### config.mk
export PLATFORM = sky130hd
export DESIGN_NAME = pipeline_top
export DESIGN_NICKNAME = d
export VERILOG_FILES = /design/src/pipe_pkg.sv /design/src/decode_stage.sv /design/src/operand_stage.sv /design/src/gpr_file.sv /design/src/execute_stage.sv /design/src/pipeline_top.sv
export VERILOG_INCLUDE_DIRS = /design/src
export SDC_FILE = /design/constraint.sdc
export NUM_CORES = 1
export LEC_CHECK = 0
export BUFFER_PORTS_ARGS = -buffer_cell sky130_fd_sc_hd__buf_4
export CAP_MARGIN = 40
export CORE_AREA = 2 2 236 238
export CTS_BUF_LIST = sky130_fd_sc_hd__clkbuf_16
export CTS_CLUSTER_DIAMETER = 150
export DETAILED_ROUTE_END_ITERATION = 16
export DIE_AREA = 0 0 238 240
export PLACE_DENSITY = 0.69
export SYNTH_ARGS = -nofsm -noshare
export SYNTH_HDL_FRONTEND = slang
export SYNTH_SLANG_ARGS = --single-unit
### constraint.sdc
create_clock -name clk -period 5.7 [get_ports clk]
set_input_delay 0.285 -clock clk [delete_from_list [all_inputs] [get_ports clk]]
set_output_delay 0.285 -clock clk [all_outputs]
set_load 0.02 [all_outputs]
### src/pipe_settings.svh
`ifndef PIPE_SETTINGS_SVH
`define PIPE_SETTINGS_SVH

// Datapath and register file dimensions
`define PIPE_DATA_W     32
`define PIPE_REG_COUNT  8
`define PIPE_INSTR_W    32
`define PIPE_IMM_W      16

// Instruction field positions around the unused bit 16
`define PIPE_OP_HI      31
`define PIPE_OP_LO      29
`define PIPE_SIZE_HI    28
`define PIPE_SIZE_LO    27
`define PIPE_DR_HI      26
`define PIPE_DR_LO      24
`define PIPE_SR1_HI     23
`define PIPE_SR1_LO     21
`define PIPE_SR2_HI     20
`define PIPE_SR2_LO     18
`define PIPE_IMM_FLAG   17
`define PIPE_IMM_HI     15
`define PIPE_IMM_LO     0

`endif

### src/pipe_pkg.sv
`default_nettype none

package pipe_pkg;

`include "pipe_settings.svh"

   typedef logic [`PIPE_DATA_W-1:0] word_t;
   typedef logic [`PIPE_INSTR_W-1:0] instr_t;
   typedef logic [$clog2(`PIPE_REG_COUNT)-1:0] reg_id_t;
   typedef logic [`PIPE_IMM_W-1:0] imm_t;

   // Zero, sign, carry from the top bit down
   typedef logic [2:0] flags_t;

   typedef enum logic [2:0] {
      op_add = 3'd0,
      op_sub = 3'd1,
      op_and = 3'd2,
      op_or  = 3'd3,
      op_xor = 3'd4,
      op_mov = 3'd5,
      op_not = 3'd6,
      op_shl = 3'd7
   } alu_op_e;

   // Code 3 is folded into size_32 by decode
   typedef enum logic [1:0] {
      size_8  = 2'd0,
      size_16 = 2'd1,
      size_32 = 2'd2
   } data_size_e;

endpackage

`default_nettype wire

### src/decode_stage.sv
`timescale 1ns/1ps
`default_nettype none

`include "pipe_settings.svh"

module decode_stage (
   input  wire                  clk,
   input  wire                  rst_n,
   input  wire                  ir_valid,
   input  wire pipe_pkg::instr_t ir,
   output logic                 de_valid,
   output pipe_pkg::alu_op_e    de_op,
   output pipe_pkg::data_size_e de_size,
   output pipe_pkg::reg_id_t    de_dr,
   output pipe_pkg::reg_id_t    de_sr1,
   output pipe_pkg::reg_id_t    de_sr2,
   output pipe_pkg::word_t      de_src2,
   output logic                 de_use_imm
);

   import pipe_pkg::*;

   logic   valid_q;
   instr_t ir_q;
   imm_t   imm;

   // Valid strobe for the latched word
   always_ff @(posedge clk) begin
      if (!rst_n) begin
         valid_q <= 1'b0;
      end else begin
         valid_q <= ir_valid;
      end
   end

   // Instruction word, loaded every cycle
   always_ff @(posedge clk) begin
      ir_q <= ir;
   end

   assign de_valid = valid_q;

   // Field extraction from the latched word
   assign de_op      = alu_op_e'(ir_q[`PIPE_OP_HI:`PIPE_OP_LO]);
   assign de_dr      = ir_q[`PIPE_DR_HI:`PIPE_DR_LO];
   assign de_sr1     = ir_q[`PIPE_SR1_HI:`PIPE_SR1_LO];
   assign de_sr2     = ir_q[`PIPE_SR2_HI:`PIPE_SR2_LO];
   assign de_use_imm = ir_q[`PIPE_IMM_FLAG];

   always_comb begin
      case (ir_q[`PIPE_SIZE_HI:`PIPE_SIZE_LO])
         2'd0: begin
            de_size = size_8;
         end
         2'd1: begin
            de_size = size_16;
         end
         default: begin
            // Unused code behaves as a full word
            de_size = size_32;
         end
      endcase
   end

   // Sign-extend the immediate to a full word
   assign imm     = ir_q[`PIPE_IMM_HI:`PIPE_IMM_LO];
   assign de_src2 = {{(`PIPE_DATA_W - `PIPE_IMM_W){imm[`PIPE_IMM_W-1]}}, imm};

endmodule

`default_nettype wire

### src/operand_stage.sv
`timescale 1ns/1ps
`default_nettype none

module operand_stage (
   input  wire                       clk,
   input  wire                       rst_n,
   input  wire                       de_valid,
   input  wire pipe_pkg::alu_op_e    de_op,
   input  wire pipe_pkg::data_size_e de_size,
   input  wire pipe_pkg::reg_id_t    de_dr,
   input  wire pipe_pkg::reg_id_t    de_sr1,
   input  wire pipe_pkg::reg_id_t    de_sr2,
   input  wire pipe_pkg::word_t      de_src2,
   input  wire                       de_use_imm,
   input  wire pipe_pkg::word_t      rd_data1,
   input  wire pipe_pkg::word_t      rd_data2,
   input  wire pipe_pkg::word_t      rd_data3,
   input  wire                       fwd_valid,
   input  wire pipe_pkg::reg_id_t    fwd_dr,
   input  wire pipe_pkg::word_t      fwd_data,
   output pipe_pkg::reg_id_t         rd_id1,
   output pipe_pkg::reg_id_t         rd_id2,
   output pipe_pkg::reg_id_t         rd_id3,
   output logic                      ex_valid,
   output pipe_pkg::alu_op_e         ex_op,
   output pipe_pkg::data_size_e      ex_size,
   output pipe_pkg::reg_id_t         ex_dr,
   output pipe_pkg::word_t           ex_a,
   output pipe_pkg::word_t           ex_b,
   output pipe_pkg::word_t           ex_d_old
);

   import pipe_pkg::*;

   word_t src1_val;
   word_t src2_val;
   word_t dst_val;
   word_t opnd_b;

   // Register file lookups for both sources and the destination
   assign rd_id1 = de_sr1;
   assign rd_id2 = de_sr2;
   assign rd_id3 = de_dr;

   // The instruction in execute has not written yet, so take its result
   assign src1_val = (fwd_valid && fwd_dr == de_sr1) ? fwd_data : rd_data1;
   assign src2_val = (fwd_valid && fwd_dr == de_sr2) ? fwd_data : rd_data2;
   assign dst_val  = (fwd_valid && fwd_dr == de_dr)  ? fwd_data : rd_data3;

   // Immediate or register for operand 2
   assign opnd_b = de_use_imm ? de_src2 : src2_val;

   always_ff @(posedge clk) begin
      if (!rst_n) begin
         ex_valid <= 1'b0;
      end else begin
         ex_valid <= de_valid;
      end
   end

   // Operands and control fields for execute
   always_ff @(posedge clk) begin
      ex_op    <= de_op;
      ex_size  <= de_size;
      ex_dr    <= de_dr;
      ex_a     <= src1_val;
      ex_b     <= opnd_b;
      ex_d_old <= dst_val;
   end

endmodule

`default_nettype wire

### src/gpr_file.sv
`timescale 1ns/1ps
`default_nettype none

`include "pipe_settings.svh"

module gpr_file (
   input  wire                    clk,
   input  wire                    rst_n,
   input  wire pipe_pkg::reg_id_t rd_id1,
   input  wire pipe_pkg::reg_id_t rd_id2,
   input  wire pipe_pkg::reg_id_t rd_id3,
   output pipe_pkg::word_t        rd_data1,
   output pipe_pkg::word_t        rd_data2,
   output pipe_pkg::word_t        rd_data3,
   input  wire                    wr_en,
   input  wire pipe_pkg::reg_id_t wr_id,
   input  wire pipe_pkg::word_t   wr_data
);

   import pipe_pkg::*;

   word_t regs [`PIPE_REG_COUNT];

   // Registers clear on reset and take one write per cycle
   always_ff @(posedge clk) begin
      if (!rst_n) begin
         regs <= '{default: '0};
      end else if (wr_en) begin
         regs[wr_id] <= wr_data;
      end
   end

   // Asynchronous read ports
   assign rd_data1 = regs[rd_id1];
   assign rd_data2 = regs[rd_id2];
   assign rd_data3 = regs[rd_id3];

endmodule

`default_nettype wire

### src/execute_stage.sv
`timescale 1ns/1ps
`default_nettype none

`include "pipe_settings.svh"

module execute_stage (
   input  wire                       clk,
   input  wire                       rst_n,
   input  wire                       ex_valid,
   input  wire pipe_pkg::alu_op_e    ex_op,
   input  wire pipe_pkg::data_size_e ex_size,
   input  wire pipe_pkg::reg_id_t    ex_dr,
   input  wire pipe_pkg::word_t      ex_a,
   input  wire pipe_pkg::word_t      ex_b,
   input  wire pipe_pkg::word_t      ex_d_old,
   output logic                      fwd_valid,
   output pipe_pkg::reg_id_t         fwd_dr,
   output pipe_pkg::word_t           fwd_data,
   output logic                      wr_en,
   output pipe_pkg::reg_id_t         wr_id,
   output pipe_pkg::word_t           wr_data,
   output logic                      wb_valid,
   output pipe_pkg::reg_id_t         wb_dr,
   output pipe_pkg::word_t           wb_data,
   output pipe_pkg::flags_t          flags
);

   import pipe_pkg::*;

   word_t                size_mask;
   word_t                a_m;
   word_t                b_m;
   logic [`PIPE_DATA_W:0] raw;
   word_t                res;
   word_t                merged;
   logic                 carry_out;
   logic                 sign_bit;
   logic                 carry_op;
   flags_t               flags_next;

   always_comb begin
      case (ex_size)
         size_8: begin
            size_mask = word_t'(8'hff);
         end
         size_16: begin
            size_mask = word_t'(16'hffff);
         end
         default: begin
            size_mask = '1;
         end
      endcase
   end

   assign a_m = ex_a & size_mask;
   assign b_m = ex_b & size_mask;

   // One extra bit on top catches carry, borrow and shifted-out bits
   always_comb begin
      case (ex_op)
         op_add:  raw = {1'b0, a_m} + {1'b0, b_m};
         op_sub:  raw = {1'b0, a_m} - {1'b0, b_m};
         op_and:  raw = {1'b0, a_m & b_m};
         op_or:   raw = {1'b0, a_m | b_m};
         op_xor:  raw = {1'b0, a_m ^ b_m};
         op_mov:  raw = {1'b0, b_m};
         op_not:  raw = {1'b0, ~a_m};
         op_shl:  raw = {1'b0, a_m} << b_m[4:0];
         default: raw = '0;
      endcase
   end

   assign res = raw[`PIPE_DATA_W-1:0] & size_mask;

   // Carry and sign sit just above and at the top of the operand size
   always_comb begin
      case (ex_size)
         size_8: begin
            carry_out = raw[8];
            sign_bit  = res[7];
         end
         size_16: begin
            carry_out = raw[16];
            sign_bit  = res[15];
         end
         default: begin
            carry_out = raw[`PIPE_DATA_W];
            sign_bit  = res[`PIPE_DATA_W-1];
         end
      endcase
   end

   assign carry_op   = (ex_op == op_add) || (ex_op == op_sub) || (ex_op == op_shl);
   assign flags_next = {res == '0, sign_bit, carry_op & carry_out};

   // Upper bits of the destination survive a narrow write
   assign merged = (ex_d_old & ~size_mask) | res;

   assign fwd_valid = ex_valid;
   assign fwd_dr    = ex_dr;
   assign fwd_data  = merged;

   assign wr_en   = ex_valid;
   assign wr_id   = ex_dr;
   assign wr_data = merged;

   always_ff @(posedge clk) begin
      if (!rst_n) begin
         wb_valid <= 1'b0;
         flags    <= '0;
      end else begin
         wb_valid <= ex_valid;
         // mov leaves the flags alone
         if (ex_valid && ex_op != op_mov) begin
            flags <= flags_next;
         end
      end
   end

   always_ff @(posedge clk) begin
      wb_dr   <= ex_dr;
      wb_data <= merged;
   end

endmodule

`default_nettype wire

### src/pipeline_top.sv
`timescale 1ns/1ps
`default_nettype none

module pipeline_top (
   input  wire                    clk,
   input  wire                    rst_n,
   input  wire                    ir_valid,
   input  wire pipe_pkg::instr_t  ir,
   output logic                   wb_valid,
   output pipe_pkg::reg_id_t      wb_dr,
   output pipe_pkg::word_t        wb_data,
   output pipe_pkg::flags_t       flags
);

   import pipe_pkg::*;

   // Decode to operand latch
   logic       de_valid;
   alu_op_e    de_op;
   data_size_e de_size;
   reg_id_t    de_dr;
   reg_id_t    de_sr1;
   reg_id_t    de_sr2;
   word_t      de_src2;
   logic       de_use_imm;

   // Register file read ports
   reg_id_t rd_id1;
   reg_id_t rd_id2;
   reg_id_t rd_id3;
   word_t   rd_data1;
   word_t   rd_data2;
   word_t   rd_data3;

   // Operand latch to execute
   logic       ex_valid;
   alu_op_e    ex_op;
   data_size_e ex_size;
   reg_id_t    ex_dr;
   word_t      ex_a;
   word_t      ex_b;
   word_t      ex_d_old;

   // Execute back to operands and the register file
   logic    fwd_valid;
   reg_id_t fwd_dr;
   word_t   fwd_data;
   logic    wr_en;
   reg_id_t wr_id;
   word_t   wr_data;

   decode_stage i_decode (
      .clk        (clk),
      .rst_n      (rst_n),
      .ir_valid   (ir_valid),
      .ir         (ir),
      .de_valid   (de_valid),
      .de_op      (de_op),
      .de_size    (de_size),
      .de_dr      (de_dr),
      .de_sr1     (de_sr1),
      .de_sr2     (de_sr2),
      .de_src2    (de_src2),
      .de_use_imm (de_use_imm)
   );

   operand_stage i_operand (
      .clk        (clk),
      .rst_n      (rst_n),
      .de_valid   (de_valid),
      .de_op      (de_op),
      .de_size    (de_size),
      .de_dr      (de_dr),
      .de_sr1     (de_sr1),
      .de_sr2     (de_sr2),
      .de_src2    (de_src2),
      .de_use_imm (de_use_imm),
      .rd_data1   (rd_data1),
      .rd_data2   (rd_data2),
      .rd_data3   (rd_data3),
      .fwd_valid  (fwd_valid),
      .fwd_dr     (fwd_dr),
      .fwd_data   (fwd_data),
      .rd_id1     (rd_id1),
      .rd_id2     (rd_id2),
      .rd_id3     (rd_id3),
      .ex_valid   (ex_valid),
      .ex_op      (ex_op),
      .ex_size    (ex_size),
      .ex_dr      (ex_dr),
      .ex_a       (ex_a),
      .ex_b       (ex_b),
      .ex_d_old   (ex_d_old)
   );

   gpr_file i_gpr (
      .clk      (clk),
      .rst_n    (rst_n),
      .rd_id1   (rd_id1),
      .rd_id2   (rd_id2),
      .rd_id3   (rd_id3),
      .rd_data1 (rd_data1),
      .rd_data2 (rd_data2),
      .rd_data3 (rd_data3),
      .wr_en    (wr_en),
      .wr_id    (wr_id),
      .wr_data  (wr_data)
   );

   execute_stage i_execute (
      .clk       (clk),
      .rst_n     (rst_n),
      .ex_valid  (ex_valid),
      .ex_op     (ex_op),
      .ex_size   (ex_size),
      .ex_dr     (ex_dr),
      .ex_a      (ex_a),
      .ex_b      (ex_b),
      .ex_d_old  (ex_d_old),
      .fwd_valid (fwd_valid),
      .fwd_dr    (fwd_dr),
      .fwd_data  (fwd_data),
      .wr_en     (wr_en),
      .wr_id     (wr_id),
      .wr_data   (wr_data),
      .wb_valid  (wb_valid),
      .wb_dr     (wb_dr),
      .wb_data   (wb_data),
      .flags     (flags)
   );

endmodule

`default_nettype wire

==> results.txt <==
The flow ran to the end, and the final reports show no timing, DRC or antenna violations. The internal portion of total power came out at 0.00517 W. Summed over all instances, the cell type with the most area after synthesis is sky130_fd_sc_hd__dfxtp_1. The overall via count from detail_route is 24145. The number of slew-limit violations in the final report was 0.

The number of violations of the max-capacitance limit came out at 0. The number of distinct library cells after synthesis came out at 95. The filler cells instantiated in the layout total 4815. met2 is the most crowded layer. In the final layout, the share of cells above drive strength 1 is 18.0%. The count of mapped cells out of synthesis is 2976.

Entering global routing, the biggest net connects 124 pins. The number of sinks on the clock net came out at 424. The part of the power in combinational logic came out at 16.4%. The placeable core region came out at 54700 um^2. The adder-cell share of the synthesized area is 4.61%. Once the floorplan was initialized, standard cells occupied 49.4% of the core. The detailed-routing iteration count for the pre-antenna-repair pass came out at 6. The total negative slack is 0 ns. The most repeated cell in the gate-level netlist after synthesis is sky130_fd_sc_hd__nand2_1. The worst hold path terminates at i_gpr.regs[173]. Yosys mapped a number of flops with a built-in enable equal to 0. Setup slack on the worst reg-to-reg path comes out at 0.34 ns. The number of failing setup endpoints in the final timing report came out at 0.

The detail-routed via count per cell is 6.52. The last weighted congestion value of the routability-driven placer is 0.987. The clock share of power is 41.0%.

The antenna cell count came out at 0. The synthesized area per cell is 9.08 um^2. The area growth from synthesis to final layout came out at 11.0%. The number of design rule violations left after detail routing came out at 0.

Setup repair after global routing left no endpoint under its margin. Among all flip-flop cells after synthesis, the most frequent one is sky130_fd_sc_hd__dfxtp_1. By area, the combinational part of the netlist is dominated by multiplexers. For this block, the initial DRC count from the detailed router was 2768. Along the worst hold path, the cell count comes to 2. The die extent in x came out at 238 um.

In this run the cell area of the synthesized design comes to 27000 um^2. After floorplanning, the core was divided into 86 placement rows. Buffers added to address setup during post-CTS repair amount to 0. The dominant cell type by count on the critical path is sky130_fd_sc_hd__nand2_1. The maximum clock insertion buffer count came out at 3. The startpoint identified for the worst register-to-register timing path is i_operand.ex_b[2].

The met2 track utilization from global routing came out at 54.6%. During I/O placement, the number of pins put on the boundary was 74. The post-synthesis register bit count is 424.

Clock tree synthesis inserted a total of 48 buffers. The sequential-to-total area share from yosys stat came out at 31.4%. The peak per-stage delay on the critical path is 0.50 ns. The number of buffers added on ports came out at 72. The number of antenna violations at the first check in global routing is 2. The number of levels the H-tree was split into is 2.

In this run the critical register-to-register path is captured at i_operand.ex_b[27]. The startpoint kind of the worst setup timing path is a register. The maximum vdd ir drop is 273 uV. The global-route track usage on met3 is 4.63%. The period utilization came out at 94.0%.

The synthesized netlist devotes 19.6% of its cell area to compound gates. The element type at the critical path end is a register. The number of global-route vias before repair came out at 22975.

The die footprint came out at 57100 um^2. On the critical path the largest part of the delay comes from simple AND/OR/NAND/NOR gates. The biggest fanout along the worst timing path came out at 12.

The critical path required time is 6.12 ns. The net switching power figure came out at 0.00220 W. The global-route wire length before repair is 144000 um. The power density over cell area came out at 246 nW/um^2. The height of the die came out at 240 um.

The mux cell area share after synthesis came out at 22.5%. The aggregate routed wire length is 96800 um. Setup slack on the critical path of the routed design comes to 0.343 ns. By count the netlist is led by sky130_fd_sc_hd__nand2_1, sky130_fd_sc_hd__dfxtp_1, sky130_fd_sc_hd__mux4_2. Once detail routing completed, the nets flagged for antenna violations numbered 0. The sequential fraction of design power is 42.6%. The worst setup path is of the reg -> reg kind. In this run the worst hold path is classified as in -> reg. The portion of synthesized cell area occupied by the leading cell type is 31.4%. The synthesized-area fraction occupied by xor and xnor cells came out at 1.75%. The met1 track demand over resource is 44.5%. The root buffer cell chosen for the clock tree is sky130_fd_sc_hd__clkbuf_16.

For the final database, setup skew stands at 0.0610 ns. The fraction of power spent switching nets came out at 29.9%. After synthesis, the cell types taking the most area are sky130_fd_sc_hd__dfxtp_1, sky130_fd_sc_hd__mux4_2, sky130_fd_sc_hd__nand2_1.

The global-route usage over all layers came out at 33.4%. The total congestion overflow after global routing came out at 0. The worst-skew pair later-pin latency came out at 0.62 ns.

The static power due to leakage is 12.9 nW. Counting cells, the worst reg-to-reg path comes to 22. The data arrival time of the critical path is 5.78 ns. In this run the tightest slew margin relative to its limit is 39.5%.

The final hold violation count was 0. For this design, the slowest cell found on the critical path is sky130_fd_sc_hd__ha_1. TritonCTS built the clock tree. The net total in the final layout is 3092.

The share of async-settable or async-resettable flops after synthesis came out at 0%. The signal on the critical path passes through or2_2, nor4_2, nand2_1, nor2_1, o21ai_0, nor2_1, nand3_1, nor3_1, buf_4, a21oi_1, xnor2_1, ha_1, nand2_1, o21a_1, and3_1, a221oi_1, o21ai_0, nor3_1, o311ai_1, mux2_2, o21ai_1, nand2_1. The final critical-path required period came out at 5.36 ns. The estimated wirelength of the detail-placed design came out at 65800 um. Timing would allow up to 187 MHz. The number of buffers and inverters on the critical path is 1.

Synthesis produced a netlist with a net count of 3110. The post-placement worst setup slack came out at 0.438 ns. Clock-pin slew was measured on the worst setup and hold paths at 0.06 ns. Summing the areas of all and, or, nand and nor instances in the mapped netlist gives 14.5% of the synthesized area. The slew at the pin closest to its max-slew limit is 0.906 ns.

The mean routed wirelength per cell came out at 26.2 um. For this run, the number of Yosys warnings is 0. The worst hold path begins at rst_n.
==> sequential cells by signal, summed over array words and instances (netlist names) <==
| signal | flops |
|---|---|
| i_execute.wb_valid | 1 |
| i_decode.de_valid | 1 |
| i_execute.wb_dr | 3 |
| i_operand.ex_op | 3 |
| i_operand.ex_b | 32 |
| i_operand.ex_dr | 3 |
| i_operand.ex_a | 32 |
| i_gpr.regs | 256 |
| i_execute.wb_data | 32 |
| i_execute.flags | 3 |
| i_operand.ex_d_old | 24 |
| i_operand.ex_valid | 1 |
| i_decode.ir_q | 31 |
| i_operand.ex_size | 2 |
==> power groups by stage <==
stage / logic, W / registers [W] / clock network [W]
6_report: 0.00121 / 0.00314 / 0.00303
5_1_grt: 0.00127 / 0.00315 / 0.00317
4_1_cts: 0.00118 / 0.00314 / 0.00305
3_5_place_dp: 0.00115 / 0.00320 / 0
3_3_place_gp: 0.00113 / 0.00321 / 0
2_1_floorplan: 0.000766 / 0.00318 / 0
==> worst max-delay path by stage <==
stage,start,to,cells after the start
floorplan,i_operand.ex_size[0],i_operand.ex_b[27],25
global placement,i_operand.ex_b[2],i_operand.ex_b[30],21
detailed placement,i_operand.ex_b[2],i_operand.ex_a[30],21
CTS,i_operand.ex_b[2],i_operand.ex_a[30],21
global route,i_operand.ex_b[0],i_operand.ex_b[27],19
finish,i_operand.ex_b[2],i_operand.ex_b[27],22
==> final cells by class <==
type,instances,area [um^2],share of cell area [%]
Clock buffer,48,1200,4.00
Clock inverter,41,325,1.08
Inverter,90,338,1.13
Multi-Input combinational cell,2192,17100,57.0
Sequential cell,424,8520,28.4
Tap cell,704,881,2.94
Timing Repair Buffer,202,1630,5.44
==> layout by cell type, fill, tap and decap left out, types with 48 or more instances in the layout <==
cell and count:
sky130_fd_sc_hd__a21oi_1 154, sky130_fd_sc_hd__o21ai_0 143, sky130_fd_sc_hd__nand2_1 581, sky130_fd_sc_hd__nor2_1 145, sky130_fd_sc_hd__mux2i_1 117, sky130_fd_sc_hd__mux4_2 193, sky130_fd_sc_hd__nand3_1 54, sky130_fd_sc_hd__ha_1 98
sky130_fd_sc_hd__a21boi_0 115, sky130_fd_sc_hd__xnor2_1 50, sky130_fd_sc_hd__inv_1 96, sky130_fd_sc_hd__dfxtp_1 410, sky130_fd_sc_hd__buf_4 166, sky130_fd_sc_hd__o211a_1 98, sky130_fd_sc_hd__clkbuf_16 48
==> per-stage QoR <==
stage,area [um^2],total power (W),cells,utilization [%],hold slack [ns]
final,30000,0.00738,3701,54.9,0.264
after CTS,30000,0.00737,3700,54.9,0.252
after global placement,28100,0.00434,3574,51.4,0.316
after detailed placement,28100,0.00436,3579,51.5,0.316
after floorplan,27000,0.00395,2976,-,0.310
after global routing,30000,0.00759,3701,54.9,0.293
==> layer usage <==
layer | up-vias | routed length [um]
li1 | 10763 | -
met1 | 11830 | 39000
met2 | 1291 | 45000
met3 | 259 | 8500
met4 | 2 | 4300
met5 | - | 12
==> cell families after synthesis <==
family / after synthesis
mux: 355
compound gates: 753
xor+xnor: 54
simple gates: 931
flops: 424
buf+inv: 360
fa+ha+maj: 99
==> what timing repair did <==
action,CTS,global route
endpoints found under the setup margin,0,8
hold buffers,32,0
endpoints found under the hold margin,32,0
resized for setup,0,2
No activity file was read; power rests on OpenSTA's default activity.
